File: src/ctrl_pkg.sv
// Control unit types: sequencer state, instruction class, branch condition, PC and stack ops
package ctrl_pkg;

  // Sequencer state, also visible on the status output
  typedef enum logic [1:0] {
    ST_DECODE = 2'd0,  // Waiting for or decoding an instruction
    ST_MEM    = 2'd1,  // Data memory access of LW or SW
    ST_JUMP   = 2'd2,  // PC load from ALU result
    ST_RETURN = 2'd3   // PC load from stack top
  } state_t;

  // What the decoder found in the instruction word
  typedef enum logic [3:0] {
    CL_NOP,       // Dropped or unknown, PC steps only
    CL_ALU,       // Register to register ALU op
    CL_LOAD,      // LW
    CL_STORE,     // SW
    CL_LOAD_IMM,  // LI
    CL_JUMP,      // JMP and conditional jumps
    CL_CALL,
    CL_RET,
    CL_RETI
  } instr_class_t;

  // Flag tested by a jump
  typedef enum logic [1:0] {
    COND_ALWAYS,
    COND_ZERO,
    COND_CARRY,
    COND_MINUS
  } cond_t;

  // Program counter source mux
  typedef enum logic [1:0] {
    PC_INC   = 2'd0,  // PC + 1
    PC_ALU   = 2'd1,  // Jump target from ALU
    PC_STACK = 2'd2   // Return address
  } pc_sel_t;

  typedef enum logic [1:0] {
    STK_NONE = 2'd0,
    STK_PUSH = 2'd1,
    STK_POP  = 2'd2
  } stack_op_t;

endpackage

File: src/isa_pkg.sv
// NRISC instruction set: word layout, opcodes, ALU operation codes and flag bits
package isa_pkg;

  localparam int INSTR_W    = 16;
  localparam int OPCODE_W   = 4;
  localparam int REG_ADDR_W = 4;

  typedef logic [INSTR_W-1:0]    instr_t;     // Full instruction word
  typedef logic [OPCODE_W-1:0]   opcode_t;    // Major opcode
  typedef logic [REG_ADDR_W-1:0] reg_addr_t;  // Register file address
  typedef logic [3:0]            sub_op_t;    // System or unary sub-opcode

  // Field positions in the instruction word
  localparam int OPCODE_LSB = 12;  // Bits 15:12
  localparam int RD_LSB     = 8;   // Bits 11:8, also system sub-opcode
  localparam int RF1_LSB    = 4;   // Bits 7:4
  localparam int RF2_LSB    = 0;   // Bits 3:0, also unary sub-opcode
  localparam int ROT_BIT    = 0;   // Rotate select for shifts

  // Major opcodes
  localparam opcode_t OP_SYS   = 4'h0;
  localparam opcode_t OP_LW    = 4'h1;
  localparam opcode_t OP_SW    = 4'h2;
  localparam opcode_t OP_LI    = 4'h3;
  localparam opcode_t OP_JMP   = 4'h4;
  localparam opcode_t OP_JZ    = 4'h5;
  localparam opcode_t OP_JC    = 4'h6;
  localparam opcode_t OP_JM    = 4'h7;
  localparam opcode_t OP_ADD   = 4'h8;
  localparam opcode_t OP_SUB   = 4'h9;
  localparam opcode_t OP_AND   = 4'hA;
  localparam opcode_t OP_OR    = 4'hB;
  localparam opcode_t OP_XOR   = 4'hC;
  localparam opcode_t OP_SHR   = 4'hD;  // SHR or RTR
  localparam opcode_t OP_SHL   = 4'hE;  // SHL or RTL
  localparam opcode_t OP_UNARY = 4'hF;  // NOT, INC, DEC

  // System group, selected by bits 11:8
  localparam sub_op_t SYS_CALL = 4'h4;
  localparam sub_op_t SYS_RET  = 4'h5;
  localparam sub_op_t SYS_RETI = 4'h6;

  // Unary group, selected by bits 3:0
  localparam sub_op_t UN_NOT = 4'h0;
  localparam sub_op_t UN_INC = 4'h2;
  localparam sub_op_t UN_DEC = 4'h3;

  // ALU control: bit 3 rotate, bits 2:0 function
  typedef logic [3:0] alu_op_t;
  typedef logic [2:0] alu_fn_t;

  localparam alu_fn_t ALU_ADD = 3'd0;
  localparam alu_fn_t ALU_SUB = 3'd1;
  localparam alu_fn_t ALU_AND = 3'd2;
  localparam alu_fn_t ALU_OR  = 3'd3;
  localparam alu_fn_t ALU_XOR = 3'd4;
  localparam alu_fn_t ALU_SHR = 3'd5;
  localparam alu_fn_t ALU_SHL = 3'd6;
  localparam alu_fn_t ALU_NOT = 3'd7;

  // ALU status flags
  typedef logic [2:0] flags_t;
  localparam int FLAG_MINUS = 0;
  localparam int FLAG_ZERO  = 1;
  localparam int FLAG_CARRY = 2;

endpackage
File: src/nrisc_ctrl.sv
// NRISC control unit top: decoder, sequencer and output register stage
`timescale 1ns/1ns

module nrisc_ctrl (
  input  logic                 clk,
  input  logic                 rst,
  input  isa_pkg::instr_t      instr,
  input  isa_pkg::flags_t      flags,
  output isa_pkg::alu_op_t     alu_op,
  output logic                 inc_dec_sel,
  output isa_pkg::reg_addr_t   rd,
  output isa_pkg::reg_addr_t   rf1,
  output isa_pkg::reg_addr_t   rf2,
  output logic                 imm_sel,
  output logic                 load_sel,
  output logic                 reg_write,
  output logic                 data_addr_en,
  output logic                 data_write,
  output logic                 data_load,
  output ctrl_pkg::stack_op_t  stack_op,
  output ctrl_pkg::pc_sel_t    pc_sel,
  output logic                 pc_en,
  output ctrl_pkg::state_t     status
);

  ctrl_pkg::instr_class_t iclass;
  ctrl_pkg::cond_t        cond;
  isa_pkg::alu_op_t       dec_alu_op;   // Unregistered decode results
  logic                   dec_inc_dec;
  isa_pkg::reg_addr_t     dec_rd;
  isa_pkg::reg_addr_t     dec_rf1;
  isa_pkg::reg_addr_t     dec_rf2;
  ctrl_pkg::state_t       state;

  assign status = state;

  op_decoder i_decoder (
    .instr       (instr),
    .iclass      (iclass),
    .cond        (cond),
    .alu_op      (dec_alu_op),
    .inc_dec_sel (dec_inc_dec),
    .rd          (dec_rd),
    .rf1         (dec_rf1),
    .rf2         (dec_rf2)
  );

  cpu_sequencer i_sequencer (
    .clk      (clk),
    .rst      (rst),
    .iclass   (iclass),
    .cond     (cond),
    .flags    (flags),
    .state    (state),
    .pc_en    (pc_en),
    .pc_sel   (pc_sel),
    .stack_op (stack_op)
  );

  ctrl_outputs i_outputs (
    .clk          (clk),
    .rst          (rst),
    .state        (state),
    .iclass       (iclass),
    .alu_op_in    (dec_alu_op),
    .inc_dec_in   (dec_inc_dec),
    .rd_in        (dec_rd),
    .rf1_in       (dec_rf1),
    .rf2_in       (dec_rf2),
    .alu_op       (alu_op),
    .inc_dec_sel  (inc_dec_sel),
    .rd           (rd),
    .rf1          (rf1),
    .rf2          (rf2),
    .imm_sel      (imm_sel),
    .load_sel     (load_sel),
    .reg_write    (reg_write),
    .data_addr_en (data_addr_en),
    .data_write   (data_write),
    .data_load    (data_load)
  );

endmodule

File: src/ctrl_outputs.sv
// Datapath control register stage with register-write and data-memory strobes
`timescale 1ns/1ns

module ctrl_outputs (
  input  logic                    clk,
  input  logic                    rst,
  input  ctrl_pkg::state_t        state,
  input  ctrl_pkg::instr_class_t  iclass,
  input  isa_pkg::alu_op_t        alu_op_in,
  input  logic                    inc_dec_in,
  input  isa_pkg::reg_addr_t      rd_in,
  input  isa_pkg::reg_addr_t      rf1_in,
  input  isa_pkg::reg_addr_t      rf2_in,
  output isa_pkg::alu_op_t        alu_op,
  output logic                    inc_dec_sel,
  output isa_pkg::reg_addr_t      rd,
  output isa_pkg::reg_addr_t      rf1,
  output isa_pkg::reg_addr_t      rf2,
  output logic                    imm_sel,
  output logic                    load_sel,
  output logic                    reg_write,
  output logic                    data_addr_en,
  output logic                    data_write,
  output logic                    data_load
);

  logic skip_decode;  // High in the PC update cycle of each instruction
  logic decode_edge;
  logic is_load;
  logic is_store;
  logic writes_reg;   // ALU result or immediate goes to rd

  assign decode_edge = (state == ctrl_pkg::ST_DECODE) && !skip_decode;
  assign is_load     = (iclass == ctrl_pkg::CL_LOAD);
  assign is_store    = (iclass == ctrl_pkg::CL_STORE);
  assign writes_reg  = (iclass == ctrl_pkg::CL_ALU) || (iclass == ctrl_pkg::CL_LOAD_IMM);

  // Tracks the sequencer's pc_en cycle so the same word never decodes twice
  always_ff @(posedge clk) begin
    if (rst) begin
      skip_decode <= 1'b0;
    end else if (state != ctrl_pkg::ST_DECODE) begin
      skip_decode <= 1'b1;           // Return to decode lands on the PC update
    end else begin
      skip_decode <= !skip_decode;   // Decode edge followed by one idle edge
    end
  end

  always_ff @(posedge clk) begin
    if (rst) begin
      alu_op       <= '0;
      inc_dec_sel  <= 1'b0;
      rd           <= '0;
      rf1          <= '0;
      rf2          <= '0;
      imm_sel      <= 1'b0;
      load_sel     <= 1'b0;
      reg_write    <= 1'b0;
      data_addr_en <= 1'b0;
      data_write   <= 1'b0;
      data_load    <= 1'b0;
    end else begin
      reg_write    <= 1'b0;
      data_addr_en <= 1'b0;
      data_write   <= 1'b0;
      data_load    <= 1'b0;

      if (decode_edge && iclass != ctrl_pkg::CL_NOP) begin
        imm_sel  <= (iclass == ctrl_pkg::CL_LOAD_IMM);  // Immediate to register input
        load_sel <= is_load;                            // Memory data to register input
        rd       <= rd_in;
        if (iclass != ctrl_pkg::CL_LOAD_IMM) begin      // LI leaves the ALU alone
          alu_op      <= alu_op_in;
          inc_dec_sel <= inc_dec_in;
          rf1         <= rf1_in;
          rf2         <= rf2_in;
        end
        reg_write    <= writes_reg;
        data_addr_en <= is_load || is_store;  // Latch rf1 + rf2 as address
      end

      if (state == ctrl_pkg::ST_MEM) begin
        if (is_load) begin
          data_load <= 1'b1;
          reg_write <= 1'b1;     // Loaded word into rd
        end
        if (is_store) begin
          // rd AND rd passes the store data through the ALU
          rf1        <= rd_in;
          rf2        <= rd_in;
          alu_op     <= {1'b0, isa_pkg::ALU_AND};
          data_write <= 1'b1;
        end
      end
    end
  end

endmodule

File: src/cpu_sequencer.sv
// Instruction sequencer: state machine, branch test, PC update and stack pulses
`timescale 1ns/1ns

module cpu_sequencer (
  input  logic                    clk,
  input  logic                    rst,
  input  ctrl_pkg::instr_class_t  iclass,
  input  ctrl_pkg::cond_t         cond,
  input  isa_pkg::flags_t         flags,
  output ctrl_pkg::state_t        state,
  output logic                    pc_en,
  output ctrl_pkg::pc_sel_t       pc_sel,
  output ctrl_pkg::stack_op_t     stack_op
);

  logic cond_met;   // Jump taken
  logic decode_ok;  // Decode edge; skipped while the PC update is out

  always_comb begin
    case (cond)
      ctrl_pkg::COND_ZERO:  cond_met = flags[isa_pkg::FLAG_ZERO];
      ctrl_pkg::COND_CARRY: cond_met = flags[isa_pkg::FLAG_CARRY];
      ctrl_pkg::COND_MINUS: cond_met = flags[isa_pkg::FLAG_MINUS];
      default:              cond_met = 1'b1;  // JMP
    endcase
  end

  // Held word is still present during the pc_en cycle
  assign decode_ok = (state == ctrl_pkg::ST_DECODE) && !pc_en;

  always_ff @(posedge clk) begin
    if (rst) begin
      state    <= ctrl_pkg::ST_DECODE;
      pc_en    <= 1'b0;
      pc_sel   <= ctrl_pkg::PC_INC;
      stack_op <= ctrl_pkg::STK_NONE;
    end else begin
      pc_en    <= 1'b0;               // Strobes last one cycle
      stack_op <= ctrl_pkg::STK_NONE;

      case (state)
        ctrl_pkg::ST_DECODE: begin
          if (decode_ok) begin
            case (iclass)
              ctrl_pkg::CL_LOAD,
              ctrl_pkg::CL_STORE: state <= ctrl_pkg::ST_MEM;  // PC steps after access
              ctrl_pkg::CL_JUMP: begin
                if (cond_met) begin
                  state <= ctrl_pkg::ST_JUMP;
                end else begin
                  pc_en  <= 1'b1;      // Not taken, fall through
                  pc_sel <= ctrl_pkg::PC_INC;
                end
              end
              ctrl_pkg::CL_CALL: begin
                stack_op <= ctrl_pkg::STK_PUSH;  // Save return address
                state    <= ctrl_pkg::ST_JUMP;
              end
              ctrl_pkg::CL_RET,
              ctrl_pkg::CL_RETI: begin
                stack_op <= ctrl_pkg::STK_POP;
                state    <= ctrl_pkg::ST_RETURN;
              end
              default: begin                    // ALU, LI, no-op
                pc_en  <= 1'b1;
                pc_sel <= ctrl_pkg::PC_INC;
              end
            endcase
          end
        end
        ctrl_pkg::ST_MEM: begin
          pc_en  <= 1'b1;
          pc_sel <= ctrl_pkg::PC_INC;
          state  <= ctrl_pkg::ST_DECODE;
        end
        ctrl_pkg::ST_JUMP: begin
          pc_en  <= 1'b1;
          pc_sel <= ctrl_pkg::PC_ALU;   // Target from rf1 + rf2
          state  <= ctrl_pkg::ST_DECODE;
        end
        default: begin                   // ST_RETURN
          pc_en  <= 1'b1;
          pc_sel <= ctrl_pkg::PC_STACK;
          state  <= ctrl_pkg::ST_DECODE;
        end
      endcase
    end
  end

endmodule

File: src/op_decoder.sv
// Instruction decoder that classifies the word and builds ALU setup and register fields
`timescale 1ns/1ns

module op_decoder (
  input  isa_pkg::instr_t         instr,
  output ctrl_pkg::instr_class_t  iclass,
  output ctrl_pkg::cond_t         cond,
  output isa_pkg::alu_op_t        alu_op,
  output logic                    inc_dec_sel,
  output isa_pkg::reg_addr_t      rd,
  output isa_pkg::reg_addr_t      rf1,
  output isa_pkg::reg_addr_t      rf2
);

  isa_pkg::opcode_t opcode;
  isa_pkg::sub_op_t sys_sub;   // Shares the rd field
  isa_pkg::sub_op_t un_sub;    // Shares the rf2 field
  logic             rot;       // Rotate instead of shift

  assign opcode = instr[isa_pkg::OPCODE_LSB +: isa_pkg::OPCODE_W];
  assign rd     = instr[isa_pkg::RD_LSB +: isa_pkg::REG_ADDR_W];
  assign rf1    = instr[isa_pkg::RF1_LSB +: isa_pkg::REG_ADDR_W];
  assign rf2    = instr[isa_pkg::RF2_LSB +: isa_pkg::REG_ADDR_W];

  assign sys_sub = rd;
  assign un_sub  = rf2;
  assign rot     = instr[isa_pkg::ROT_BIT];

  always_comb begin
    // Default no-op with the ALU adding for address and target math
    iclass      = ctrl_pkg::CL_NOP;
    cond        = ctrl_pkg::COND_ALWAYS;
    alu_op      = {1'b0, isa_pkg::ALU_ADD};
    inc_dec_sel = 1'b0;

    case (opcode)
      isa_pkg::OP_SYS: begin
        case (sys_sub)
          isa_pkg::SYS_CALL: iclass = ctrl_pkg::CL_CALL;  // Target = rf1 + rf2
          isa_pkg::SYS_RET:  iclass = ctrl_pkg::CL_RET;
          isa_pkg::SYS_RETI: iclass = ctrl_pkg::CL_RETI;
          default:           iclass = ctrl_pkg::CL_NOP;   // HALT, WAIT, SLEEP and the rest
        endcase
      end

      // Memory address is rf1 + rf2
      isa_pkg::OP_LW: iclass = ctrl_pkg::CL_LOAD;
      isa_pkg::OP_SW: iclass = ctrl_pkg::CL_STORE;
      isa_pkg::OP_LI: iclass = ctrl_pkg::CL_LOAD_IMM;

      // Jump target is rf1 + rf2
      isa_pkg::OP_JMP: iclass = ctrl_pkg::CL_JUMP;
      isa_pkg::OP_JZ: begin
        iclass = ctrl_pkg::CL_JUMP;
        cond   = ctrl_pkg::COND_ZERO;
      end
      isa_pkg::OP_JC: begin
        iclass = ctrl_pkg::CL_JUMP;
        cond   = ctrl_pkg::COND_CARRY;
      end
      isa_pkg::OP_JM: begin
        iclass = ctrl_pkg::CL_JUMP;
        cond   = ctrl_pkg::COND_MINUS;
      end

      // Two-operand ALU group
      isa_pkg::OP_ADD: iclass = ctrl_pkg::CL_ALU;
      isa_pkg::OP_SUB: begin
        iclass = ctrl_pkg::CL_ALU;
        alu_op = {1'b0, isa_pkg::ALU_SUB};
      end
      isa_pkg::OP_AND: begin
        iclass = ctrl_pkg::CL_ALU;
        alu_op = {1'b0, isa_pkg::ALU_AND};
      end
      isa_pkg::OP_OR: begin
        iclass = ctrl_pkg::CL_ALU;
        alu_op = {1'b0, isa_pkg::ALU_OR};
      end
      isa_pkg::OP_XOR: begin
        iclass = ctrl_pkg::CL_ALU;
        alu_op = {1'b0, isa_pkg::ALU_XOR};
      end
      isa_pkg::OP_SHR: begin
        iclass = ctrl_pkg::CL_ALU;
        alu_op = {rot, isa_pkg::ALU_SHR};  // RTR when bit 0 set
      end
      isa_pkg::OP_SHL: begin
        iclass = ctrl_pkg::CL_ALU;
        alu_op = {rot, isa_pkg::ALU_SHL};  // RTL when bit 0 set
      end

      isa_pkg::OP_UNARY: begin
        case (un_sub)
          isa_pkg::UN_NOT: begin
            iclass = ctrl_pkg::CL_ALU;
            alu_op = {1'b0, isa_pkg::ALU_NOT};
          end
          isa_pkg::UN_INC: begin
            iclass      = ctrl_pkg::CL_ALU;
            inc_dec_sel = 1'b1;                 // Second operand forced to 1
          end
          isa_pkg::UN_DEC: begin
            iclass      = ctrl_pkg::CL_ALU;
            alu_op      = {1'b0, isa_pkg::ALU_SUB};
            inc_dec_sel = 1'b1;
          end
          default: iclass = ctrl_pkg::CL_NOP;    // TWC and unused codes
        endcase
      end
    endcase
  end

endmodule

File: config.mk
export PLATFORM = sky130hd
export DESIGN_NAME = nrisc_ctrl
export DESIGN_NICKNAME = d
export VERILOG_FILES = /design/src/ctrl_pkg.sv /design/src/isa_pkg.sv /design/src/nrisc_ctrl.sv /design/src/ctrl_outputs.sv /design/src/cpu_sequencer.sv /design/src/op_decoder.sv
export SDC_FILE = /design/constraint.sdc
export NUM_CORES = 1
export LEC_CHECK = 0
export ABC_AREA = 1
export BUFFER_PORTS_ARGS = -buffer_cell sky130_fd_sc_hd__buf_4
export CAP_MARGIN = 15
export CORE_MARGIN = 3
export CORE_UTILIZATION = 51
export DETAILED_ROUTE_END_ITERATION = 16
export PLACE_DENSITY = 0.85
export SETUP_SLACK_MARGIN = 0.02
export SYNTH_ARGS = -nofsm -noshare
export SYNTH_HDL_FRONTEND = slang
export SYNTH_HIERARCHICAL = 1
export SYNTH_SLANG_ARGS = --single-unit
export TNS_END_PERCENT = 50
File: constraint.sdc
create_clock -name clk -period 2.1 [get_ports clk]
set_clock_uncertainty 0.05 [all_clocks]
set_input_delay 0.42 -clock clk [delete_from_list [all_inputs] [get_ports clk]]
set_output_delay 0.42 -clock clk [all_outputs]
set_load 0.01 [all_outputs]
== Yosys cells after proc, flatten, opt, wreduce, memory -nomap -nowiden ==
Cells that the tools add are included.
W data, S select, Z words.

* RAM bits: 0
* Bits in latches: 0
* Flip-flop bits (word level): 31
* Memories: 0
* Logic and storage cells: 123
* Output and inout bits: 30
* Memory bits (read-only): 0

* Bitwise gates (word level): 4
* Shift-type cells: 0
* Multiplexer cells: 38
* Order comparisons: 0
* Equal/unequal tests: 38
* Divide/modulo/power cells: 0
* Add/subtract/negate cells: 0
* Reduce and logical (&&, ||, !) cells: 27
* Multipliers: 0

{| class="wikitable"
|+ Operators with widths
! kind !! number
|-
| $pmux W4 S7 || 2
|-
| $mux W4 || 12
|-
| $eq A4 B3 Y1 const B || 11
|-
| $eq A4 B4 Y1 const B || 9
|-
| $eq A4 B2 Y1 const B || 6
|-
| $mux W1 || 12
|-
| $pmux W2 S3 || 2
|-
| $pmux W4 S3 || 1
|-
| $reduce_or A2 Y1 || 6
|-
| $eq A4 B1 Y1 const B || 2
|-
| $logic_not A4 Y1 || 2
|-
| $pmux W2 S2 || 2
|-
| $pmux W2 S4 || 1
|-
| $reduce_bool A4 Y1 || 2
|-
| $reduce_or A7 Y1 || 1
|-
| $eq A2 B2 Y1 const B || 3
|-
| $mux W2 || 3
|-
| $pmux W3 S2 || 1
|-
| $reduce_and A3 Y1 || 2
|-
| $reduce_or A3 Y1 || 2
|-
| $reduce_or A5 Y1 || 1
|-
| $eq A2 B1 Y1 const B || 2
|-
| $ne A2 B2 Y1 const B || 2
|-
| $ne A4 B3 Y1 const B || 1
|-
| 12 further kinds || 19
|}

== Depth between registers and ports, before layout ==
Gate-level depths: netlist of run 1.

* Word-level depth: 9
* Gate-level depth with buffers: 14
* Mapped depth without buffers: 13

== Hierarchy ==
The synthesis of run 1 kept the hierarchy.

{| class="wikitable"
|+ By module, submodules not included
! module !! times used !! seq. area each (µm²) !! cells each !! area each (µm²)
|-
| ctrl_outputs || 1 || 480.5 || 136 || 991.0
|-
| cpu_sequencer || 1 || 140.1 || 54 || 365.4
|-
| op_decoder || 1 || 0.0 || 60 || 310.3
|}

== Worst setup path before layout of run 1 ==
No wires, ideal clock.

* Path type: input-to-reg
* Start point: input instr[12]
* End point: register i_outputs.alu_op[3]
* Setup slack: 0.085 ns
* Stages: 10
* Path buffers: 1
* Arrival time: 1.846 ns
* Library setup time: 0.119 ns
* Path through: inv_1 -> nand2_1 -> nand2_1 -> o21ai_0 -> nor2_1 -> nand2_1 -> nand3_2 -> buf_4 -> o21ai_0 -> a21oi_1

* Word-level cells in the longest chain between the ends: 8
* Elaborated cells on any way between the ends: 28
* Those cells by class: 17 x eq/ne; 6 x mux; 5 x reduce/logical

{| class="wikitable"
|+ RTL lines
! item !! line !! RTL
|-
| start, declared || nrisc_ctrl.sv:7 || <nowiki>input isa_pkg::instr_t instr,</nowiki>
|-
| $eq A4 B4 Y1 / $eq A4 B3 Y1 (equally long branches) || op_decoder.sv:36 || <nowiki>case (opcode)</nowiki>
|-
| $reduce_or A7 Y1 (no source line) / $reduce_or A4 Y1 (equally long branches) || n/a ||
|-
| $pmux W4 S7 (*) || op_decoder.sv:36 ||
|-
| named net iclass[1] || nrisc_ctrl.sv:26 || <nowiki>ctrl_pkg::instr_class_t iclass;</nowiki>
|-
| $ne A4 B3 Y1 / $reduce_bool A4 Y1 (equally long branches) || ctrl_outputs.sv:72, ctrl_outputs.sv:68 ||
|-
| $mux W4 / $logic_and A1 B1 Y1 (equally long branches) || ctrl_outputs.sv:72, ctrl_outputs.sv:68 ||
|-
| $mux W4 || ctrl_outputs.sv:68 || <nowiki>if (decode_edge && iclass != ctrl_pkg::CL_NOP) begin</nowiki>
|-
| $mux W4 || ctrl_outputs.sv:87 || <nowiki>if (is_store) begin</nowiki>
|-
| $mux W4 (*) || ctrl_outputs.sv:82 || <nowiki>if (state == ctrl_pkg::ST_MEM) begin</nowiki>
|-
| end signal, assigned || ctrl_outputs.sv:73 || <nowiki>alu_op <= alu_op_in;</nowiki>
|-
| end signal, assigned || ctrl_outputs.sv:91 || <nowiki>alu_op <= {1'b0, isa_pkg::ALU_AND};</nowiki>
|-
| end, declared || ctrl_outputs.sv:14 || <nowiki>output isa_pkg::alu_op_t alu_op,</nowiki>
|}

The timed path passes the listed nets; every way through them passes the cells marked *.
A chain may end at the register's enable or synchronous reset.

== Worst setup path after layout of run 1 ==
* Start point: input instr[13]
* End point: register i_outputs.imm_sel

* Word-level cells in the longest chain between the ends: 5
* Elaborated cells on any way between the ends: 22
* Those cells by class: 16 x eq/ne; 1 x mux; 5 x reduce/logical

{| class="wikitable"
|+ RTL lines
! item !! line !! RTL
|-
| $eq A4 B4 Y1 / $eq A4 B3 Y1 (equally long branches) || op_decoder.sv:36 ||
|-
| $reduce_or A7 Y1 (no source line) / $reduce_or A4 Y1 (equally long branches) || n/a ||
|-
| $pmux W4 S7 (*) || op_decoder.sv:36 ||
|-
| named net iclass[0] || nrisc_ctrl.sv:26 ||
|-
| $reduce_bool A4 Y1 || ctrl_outputs.sv:68 ||
|-
| $logic_and A1 B1 Y1 || ctrl_outputs.sv:68 ||
|-
| end signal, assigned || ctrl_outputs.sv:69 || <nowiki>imm_sel <= (iclass == ctrl_pkg::CL_LOAD_IMM);</nowiki>
|-
| end, declared || ctrl_outputs.sv:19 || <nowiki>output logic imm_sel,</nowiki>
|}

Marked as above.

==> results.cfg, run 1 <==
[min_path]
hold_end = i_sequencer/pc_sel[1]
min_path_cells = 2
worstHoldStart = rst
hp-class = input port to flip-flop

[synth]
yosysTopAreaCellShare_pct = 37.24
yosys-top-cells-area = dfxtp_1, nand2_1, nor2_1
synth_xor_xnor_area_share_pct = 0
synth-edff-count = 0
synth_mux_area_share_pct = 0
syn_inst = 250
syn_area_per_cell_sq_um = 6.666
synth_area_sq_mm = 0.001667
yosysWarnings = 6
synth_top_family_by_area = simple AND/OR/NAND/NOR gates
ys_dominant_reg_cell = dfxtp_1
netlist_top_cells_count = nand2_1, nor2_1, inv_1, dfxtp_1, nand3_1
synthSimpleGateAreaFrac_pct = 36.19
synth_cell_types = 27
synthAdderAreaFrac_pct = 0
synth-async-reset-ratio_pct = 0
yosysMostFrequentCell = nand2_1
synth_compound_area_share_pct = 10.59
syn-num-nets = 271
yosysTopAreaCell = dfxtp_1
seq_area_frac_synth_pct = 37.24
synth_seq_cells = 31

[cells_and_area]
area_growth_pct = 27.63
antenna_cells = 0
drive_gt1_share_pct = 29.80
nNetsFinal = 323

[detailed_routing]
vias = 1615
drcViolationCount = 0
vias_per_cell = 4.668
drt_iter0_markers = 74
firstDrtPassIters = 5
antenna_left = 0
wl_per_cell_microns = 9.876
routed_wl_mm = 3.417

[sta]
finalSetupViolations = 0
fin_tns_setup_ps = 0
rsz0062_at_grt = no
fin_crit_sh_pct = 85.52
max_slew.worst_pin.slew_ps = 439.6
timing.final.ws_setup_ps = 304.0
relSlewSlack_pct = 70.38
hold_violations = 0
hold_slack_ps = 288.7
min_period_ps = 1796
final_max_slew_viol_count = 0
fmax_mhz = 556.8

[cts]
clock_latency_ps = 320
tritoncts = yes
numCtsBuffers = 5
cts_root_buffer = clkbuf_4
clock_sinks = 31
clk_path_buf_depth = 2
htreeDepth = 2
post-cts-setup-buffers = 0
clkTransAtPathRegs_ps = 90

[global_route]
antenna_found_initial = 0
grt_pass1_wl_mm = 5.671
grt_pass1_vias = 1353
grt_usage_pct = 17.66
grt.overflow.total = 0
grt_max_degree = 23

[worst_setup_path]
rr_worst_depth = 9
critPathLaunchType = input port
crit-reg2reg-launch = i_sequencer/state[0]
regToRegSetupSlack_ps = 660
required_ps = 2270
cp_max_fo = 8
crit_type = input port to flip-flop
worstPathArrival_ps = 1970
critPathCaptureType = flip-flop
r2r_end = i_outputs/rf1[2]

[placement]
place_congestion = 0.8985
place_hpwl_mm = 2.773
dp_slack_ps = -163.3
io_buffer_count = 50

[die]
die-height_microns = 63.17
initial_core_util_pct = 54.15
die-width_microns = 63.17
die-area_sq_mm = 0.003990
pin_count = 51
rows = 20
core-area_sq_mm = 0.003078

[run]
max-cap-violations = 0

[status]
outcome = finished, final reports clean

[power_and_ir_drop]
power-per-cell-area_mw_per_mm2 = 646.9
p_leak_uw = 0.001083
ir_drop_uv = 315.9
## where the power goes
group | total [uW] | internal (uW) | leakage, uW | switching [uW]
clock network | 338 | 155 | 0.0000341 | 183
logic | 371 | 171 | 0.000794 | 201
registers | 667 | 639 | 0.000255 | 28.3
total | 1380 | 964 | 0.00108 | 412
## flip-flops by register name (all words and copies together), names as in the netlist, 2 cells and up
name                  flops
i_outputs/alu_op          4
i_sequencer/pc_sel        2
i_outputs/rf1             4
i_sequencer/stack_op      2
i_sequencer/state         2
i_outputs/rd              4
i_outputs/rf2             4
## cell type report
type | instances | area, sq um
clock buffer | 6 | 51.30
fill | 282 | 950.9
clock inverter | 1 | 5.005
inverter | 40 | 150.1
multi-input combinational | 164 | 782.0
tap | 44 | 55.05
timing repair buffer | 60 | 462.9
sequential | 31 | 620.6
## worst max path at each step
stage	slack, ps	endpoint	from	cells past startpoint
2_1_floorplan	80	i_outputs/alu_op[3]	instr[12]	10
3_3_place_gp	-120	i_outputs/alu_op[3]	instr[14]	10
3_5_place_dp	-160	i_outputs/alu_op[3]	instr[14]	10
4_1_cts	190	i_outputs/alu_op[3]	instr[14]	10
5_1_grt	140	i_outputs/inc_dec_sel	instr[12]	12
6_report	300	i_outputs/imm_sel	instr[13]	13
## metal layers
metal / track usage [%] / wire length (microns)
met1: 23.07 / 1601
met2: 27.01 / 1504
met3: 5.704 / 266
met4: 6.612 / 45
met5: 0 / 0
## critical path, stage by stage
cell	delay, ps
buf_4	130
nand2_1	110
inv_2	70
nand2_4	80
nor2_1	50
nor2_1	80
nand3_1	160
nor2_1	160
nand2_1	140
nand2_1	220
inv_2	110
o21ai_0	190
a21oi_1	50
## kinds of logic after synthesis
| group | count (synthesis) |
|---|---|
| simple gates | 133 |
| flops | 31 |
| compound gates | 31 |
| buf+inv | 55 |
## per-stage QoR
stage	power, uW	std cells	utilization [%]	instance area (sq um)
4_1_cts	1389	346	69.02	2125
5_1_grt	1460	346	69.11	2127
3_5_place_dp	1052	339	67.20	2068
2_1_floorplan	904.8	250	-	1667
6_report	1376	346	69.11	2127
3_3_place_gp	1046	339	67.20	2068
## cell usage in the layout, fill, tap and decap left out
cell type / instances
buf_4: 59
nand2_1: 53
nor2_1: 42
inv_1: 33
dfxtp_1: 31
nand3_1: 15
o21ai_0: 12
a21oi_1: 9
inv_2: 6
clkbuf_4: 5
o21ai_1: 5
nor2_2: 4
nand4_1: 4
nor3_1: 3
a21oi_2: 3
nand2_2: 2
nand3b_1: 2
nand3_2: 2
clkbuf_8: 1
clkinv_2: 1
nand2_4: 1
o211ai_1: 1
nor4_1: 1
nor2_4: 1
clkinv_1: 1
nor3_4: 1
buf_12: 1
nor3_2: 1
o31ai_2: 1
or2_2: 1
## what timing repair did
action | in CTS | in global routing
gates resized for setup | 0 | 1
hold buffers | 0 | 0
setup endpoints to repair | 0 | 4
endpoints found under the hold margin | 0 | 0
(Power assumes the default switching activity.)
==> run 2: changes to the inputs <==
==> constraint.sdc (replaced) <==
create_clock -name clk -period 2 [get_ports clk]
set_clock_uncertainty 0.05 [all_clocks]
set_input_delay 0.4 -clock clk [delete_from_list [all_inputs] [get_ports clk]]
set_output_delay 0.4 -clock clk [all_outputs]
set_load 0.01 [all_outputs]
==> run 2 against run 1 <==
Against the previous run: die area unchanged; routed wire length increased by 4.0%; register-to-register slack got worse by 120 ps; sequential power grew 4.9%; non-clock buffer count is 8 higher; first-iteration DRC count down 26%; clock-buffer cell count unchanged; critical path depth shrank 2; utilization is 2.0 points higher; hold slack worse by 3.2 ps; clock power up 5%; critical path type unchanged; largest cell class unchanged.
==> results.cfg, run 2 (synthesized netlist as in run 1, its figures left out) <==
[worst_setup_path]
cp_slowest_cell = nor4_1
worstPathArrival_ps = 1930
required_ps = 2160
crit_type = input port to flip-flop
cp_slowest_stage_delay_ps = 270
crit_chain = buf_4, nor2_1, nand3_1, nor4_1, nor2_1, buf_4, nand2_1, nand3_2, buf_12, o21ai_0, a21oi_1
critPathCaptureType = flip-flop
cp_max_fo = 22
critPathLaunchType = input port

[sta]
fin_crit_sh_pct = 88.41
max_slew.worst_pin.slew_ps = 397.9
finalSetupViolations = 0
relSlewSlack_pct = 73.45
min_period_ps = 1768
hold_violations = 0
final_max_slew_viol_count = 0
rsz0062_at_grt = no
fmax_mhz = 565.5

[cells_and_area]
final_common_cell = buf_4
most-common-layout-cells = buf_4, nand2_1, nor2_1
finalNonFillerCells = 354
antenna_cells = 0
area_growth_pct = 31.23
nNetsFinal = 331
drive_gt1_share_pct = 31.61
fillerInstances = 279

[placement]
io_buffer_count = 50
dp_cells = 347
place_congestion = 0.9232
place_hpwl_mm = 2.913

[die]
pin_count = 51
core-area_sq_mm = 0.003078
die-height_microns = 63.17
die-area_sq_mm = 0.003990
rows = 20
die-width_microns = 63.17
initial_core_util_pct = 54.15

[power_and_ir_drop]
p_total_uw = 1460
ir_drop_uv = 369.4
power-per-cell-area_mw_per_mm2 = 667.6
seqPwrFrac_pct = 47.9
p_leak_uw = 0.001122
pwr-share-comb_pct = 27.7
p_clk_share_pct = 24.3
p_int_uw = 1023
p_sw_share_pct = 29.92
p_switching_uw = 436.9

[cts]
cts_root_buffer = clkbuf_4
tritoncts = yes
clock_latency_ps = 310
clock_sinks = 31
numCtsBuffers = 5
clk_path_buf_depth = 2
htreeDepth = 2
clkTransAtPathRegs_ps = 90

[detailed_routing]
drcViolationCount = 0
antenna_left = 0
drt_iter0_markers = 55
routed_wl_mm = 3.554
vias = 1667
vias_per_cell = 4.709
firstDrtPassIters = 4
wl_per_cell_microns = 10.04

[global_route]
grt_max_degree = 23
antenna_found_initial = 0
grt_pass1_vias = 1487
grt_usage_pct = 19.36
grt.overflow.total = 0
grt_pass1_wl_mm = 6.161

[status]
outcome = finished, final reports clean

[min_path]
hp-class = input port to flip-flop

[run]
max-cap-violations = 0
[run 2: changes by cell type in the layout (fill, tap and decap cells not counted)]
cell and change:
o21ai_0 -1, buf_4 +8, o21ai_1 +1
[run 2: worst max-delay path, delay by kind of cell]
| kind | cells | cell delay (ps) |
|---|---|---|
| simple gates | 6 | 840 |
| buf+inv | 3 | 460 |
| compound gates | 2 | 230 |
[run 2: final timing paths]
check / startpoint / end / slack [ps] / cells past startpoint
setup / recovery: instr[14] / i_outputs/alu_op[2] / 230 / 11
hold / removal: instr[5] / i_outputs/rf1[1] / 290 / 3
setup reg to reg: i_sequencer/state[1] / i_outputs/alu_op[2] / 540 / 6
hold reg to reg: i_outputs/alu_op[0] / i_outputs/alu_op[0] / 410 / 2
[run 2: power groups by stage]
stage / clock [uW] / sequential [uW] / combinational [uW]
after floorplan: 0 / 738 / 212
after global placement: 0 / 714 / 397
after detailed placement: 0 / 715 / 405
after CTS: 369 / 701 / 407
after global routing: 396 / 708 / 452
final: 355 / 700 / 405
[run 2: repair_timing]
action	in CTS	in global routing
setup buffers	0	0
hold buffers	0	0
gates resized for setup	0	1
endpoints found under the setup margin	0	11
[run 2: final cells by class]
type	count	area, sq um	area share (%)
well taps	44	55.05	2.517
clock buffers	6	51.30	2.346
inverters	40	150.1	6.865
clock inverters	1	5.005	0.2288
multi-input cells	164	782.0	35.76
flip-flops and latches	31	620.6	28.38
repair buffers	68	523.0	23.91
[run 2: metal layers]
layer / vias up / track usage, % / routed length, microns
li1: 892 / - / -
met1: 733 / 23.98 / 1642
met2: 40 / 32.81 / 1725
met3: 2 / 3.387 / 170
met4: 0 / 8.264 / 16
met5: - / 0 / 0
[run 2: per-stage QoR]
step	instance area (sq um)	hold WS, ps	worst slack, ps	util, %	TNS (ps)
3_5_place_dp	2128	398.9	-278.3	69.15	-1928
6_report	2187	285.5	231.8	71.06	0
4_1_cts	2185	271.1	42.21	70.98	0
3_3_place_gp	2128	385.0	-188.9	69.15	-1432
5_1_grt	2187	270.9	23.46	71.06	0
2_1_floorplan	1667	412.4	43.16	-	0
==> run 3: changes to the inputs <==
--- a/config.mk
+++ b/config.mk
@@ -5,13 +5,12 @@
 export SDC_FILE = /design/constraint.sdc
 export NUM_CORES = 1
 export LEC_CHECK = 0
-export ABC_AREA = 1
 export BUFFER_PORTS_ARGS = -buffer_cell sky130_fd_sc_hd__buf_4
 export CAP_MARGIN = 15
 export CORE_MARGIN = 3
-export CORE_UTILIZATION = 51
+export CORE_UTILIZATION = 50
 export DETAILED_ROUTE_END_ITERATION = 16
-export PLACE_DENSITY = 0.85
+export PLACE_DENSITY = 0.91
 export SETUP_SLACK_MARGIN = 0.02
 export SYNTH_ARGS = -nofsm -noshare
 export SYNTH_HDL_FRONTEND = slang
==> run 3 against run 2 <==
Against the previous run: utilization up 9.9 points; first-iteration DRC count up 56%; sequential power down 1%; non-clock buffer count up 21; largest power group unchanged; design area up 7.3%; cell count down 19%; clock power up 21%; total power up 6.2%; via count down 4.9%; clock-buffer cell count up 1; die area down 1.4%.
==> results.cfg, run 3 <==
[status]
outcome = finished, final reports clean

[worst_setup_path]
worstPathArrival_ps = 2120
crit_type = input port to flip-flop
crit_chain = buf_6, nor4b_4, nand3b_1, buf_6, o22ai_4, nand3b_1, a211o_1, a2111oi_4
cp_slowest_cell = nor4b_4
critPathCaptureType = flip-flop
cp_max_fo = 5
cp_slowest_stage_delay_ps = 320
required_ps = 2190
critPathLaunchType = input port

[synth]
syn_inst = 168
yosysWarnings = 6
yosysTopAreaCell = dfxtp_1
syn_area_per_cell_sq_um = 9.578
yosysTopAreaCellShare_pct = 38.57
syn-num-nets = 189
synth_cell_types = 46
synth_seq_cells = 31
synth-async-reset-ratio_pct = 0
synth_area_sq_mm = 0.001609
yosysMostFrequentCell = dfxtp_1
netlist_top_cells_count = dfxtp_1, mux2i_1, nor2_1, buf_4, a21oi_1
synth-edff-count = 0
ys_dominant_reg_cell = dfxtp_1
seq_area_frac_synth_pct = 38.57
yosys-top-cells-area = dfxtp_1, mux2i_1, buf_4

[cts]
clk_path_buf_depth = 2
clock_latency_ps = 340
htreeDepth = 2
clkTransAtPathRegs_ps = 110
cts_root_buffer = clkbuf_4
tritoncts = yes
numCtsBuffers = 5
clock_sinks = 31

[cells_and_area]
finalNonFillerCells = 285
drive_gt1_share_pct = 49.38
area_growth_pct = 45.88
finalInstanceArea_sq_mm = 0.002347
antenna_cells = 0
final_common_cell = buf_4
nNetsFinal = 263
final_util_pct = 80.93
most-common-layout-cells = buf_4, dfxtp_1, mux2i_1

[sta]
relSlewSlack_pct = 72.37
finalSetupViolations = 0
hold_violations = 0
fmax_mhz = 520.0
max_slew.worst_pin.slew_ps = 413.9
final_max_slew_viol_count = 0
min_period_ps = 1923
fin_crit_sh_pct = 96.16

[global_route]
grt_usage_pct = 26.68
grt.overflow.total = 0
grt_max_degree = 17
grt_pass1_wl_mm = 8.280
antenna_found_initial = 0
grt_pass1_vias = 1641

[placement]
placed_cell_area_sq_mm = 0.002191
place_congestion = 0.8814
dp_cells = 272
place_hpwl_mm = 3.486
io_buffer_count = 50

[die]
initial_core_util_pct = 55.48
rows = 19
core-area_sq_mm = 0.002900
die-area_sq_mm = 0.003935
pin_count = 51
die-width_microns = 62.73
die-height_microns = 62.73

[detailed_routing]
firstDrtPassIters = 4
drt_iter0_markers = 86
wl_per_cell_microns = 17.64
routed_wl_mm = 5.028
vias_per_cell = 5.565
drcViolationCount = 0
vias = 1586
antenna_left = 0

[power_and_ir_drop]
p_leak_uw = 0.001083
power-per-cell-area_mw_per_mm2 = 660.6
ir_drop_uv = 672.0

[run]
max-cap-violations = 0

[min_path]
hp-class = input port to flip-flop
run 3: layout make-up:
class | instances | area (sq um)
clock buffers | 7 | 65.06
inverters | 3 | 11.26
well taps | 42 | 52.55
multi-input cells | 112 | 907.1
clock inverters | 1 | 7.507
repair buffers | 89 | 683.2
fillers | 187 | 553.0
flip-flops and latches | 31 | 620.6
run 3: repair_timing:
item                                   4_1_cts  5_1_grt
pin swaps                                    2        6
endpoints found under the hold margin        0        0
gates resized for setup                      0       10
hold buffers                                 0        0
buffers inserted                             4        1
setup endpoints to repair                   15       18
run 3: power breakdown:
part / internal, uW / switching [uW]
clock network: 205 / 225
registers: 658 / 33.6
logic: 226 / 203
run 3: per-layer routing:
metal	up-vias	wire length [microns]	GRT usage (%)
met5	-	0	0
met1	761	2118	30.75
li1	737	-	-
met4	0	132	10.74
met2	70	2464	46.21
met3	18	313	7.554
run 3: cell families (layout without fill, tap and decap cells):
family	count (synthesis)	in the layout	synth area share [%]
AOI/OAI and AO/OA	34	34	15.40
xor gates and xnor gates	2	2	1.089
buffers and inverters	25	100	10.42
DFF	31	31	38.57
muxes	18	18	11.20
and+or+nand+nor	58	58	23.33
run 3: final timing paths:
check | from | endpoint | slack [ps] | cells past startpoint
max | instr[12] | i_sequencer/pc_sel[0] | 80 | 8
max reg2reg | i_sequencer/state[0] | i_outputs/rf2[0] | 440 | 5
min reg2reg | i_outputs/alu_op[0] | i_outputs/alu_op[0] | 470 | 2
min | instr[6] | i_outputs/rf1[2] | 270 | 3
run 3: worst max-delay path, delay by kind of cell:
kind	cells	cell delay [ps]
compound gates	3	830
buf+inv	2	270
simple gates	3	600
run 3: per-stage QoR:
step / setup slack (ps) / total power [uW] / hold WS, ps / TNS [ps]
after floorplan: -160.2 / 946.9 / 404.5 / -1950
after global placement: -286.6 / 1075 / 417.5 / -5674
after detailed placement: -392.4 / 1095 / 419.7 / -8192
after CTS: 75.94 / 1532 / 260.4 / 0
after global routing: -4.341 / 1615 / 259.2 / -4.341
final: 76.77 / 1550 / 266.2 / 0
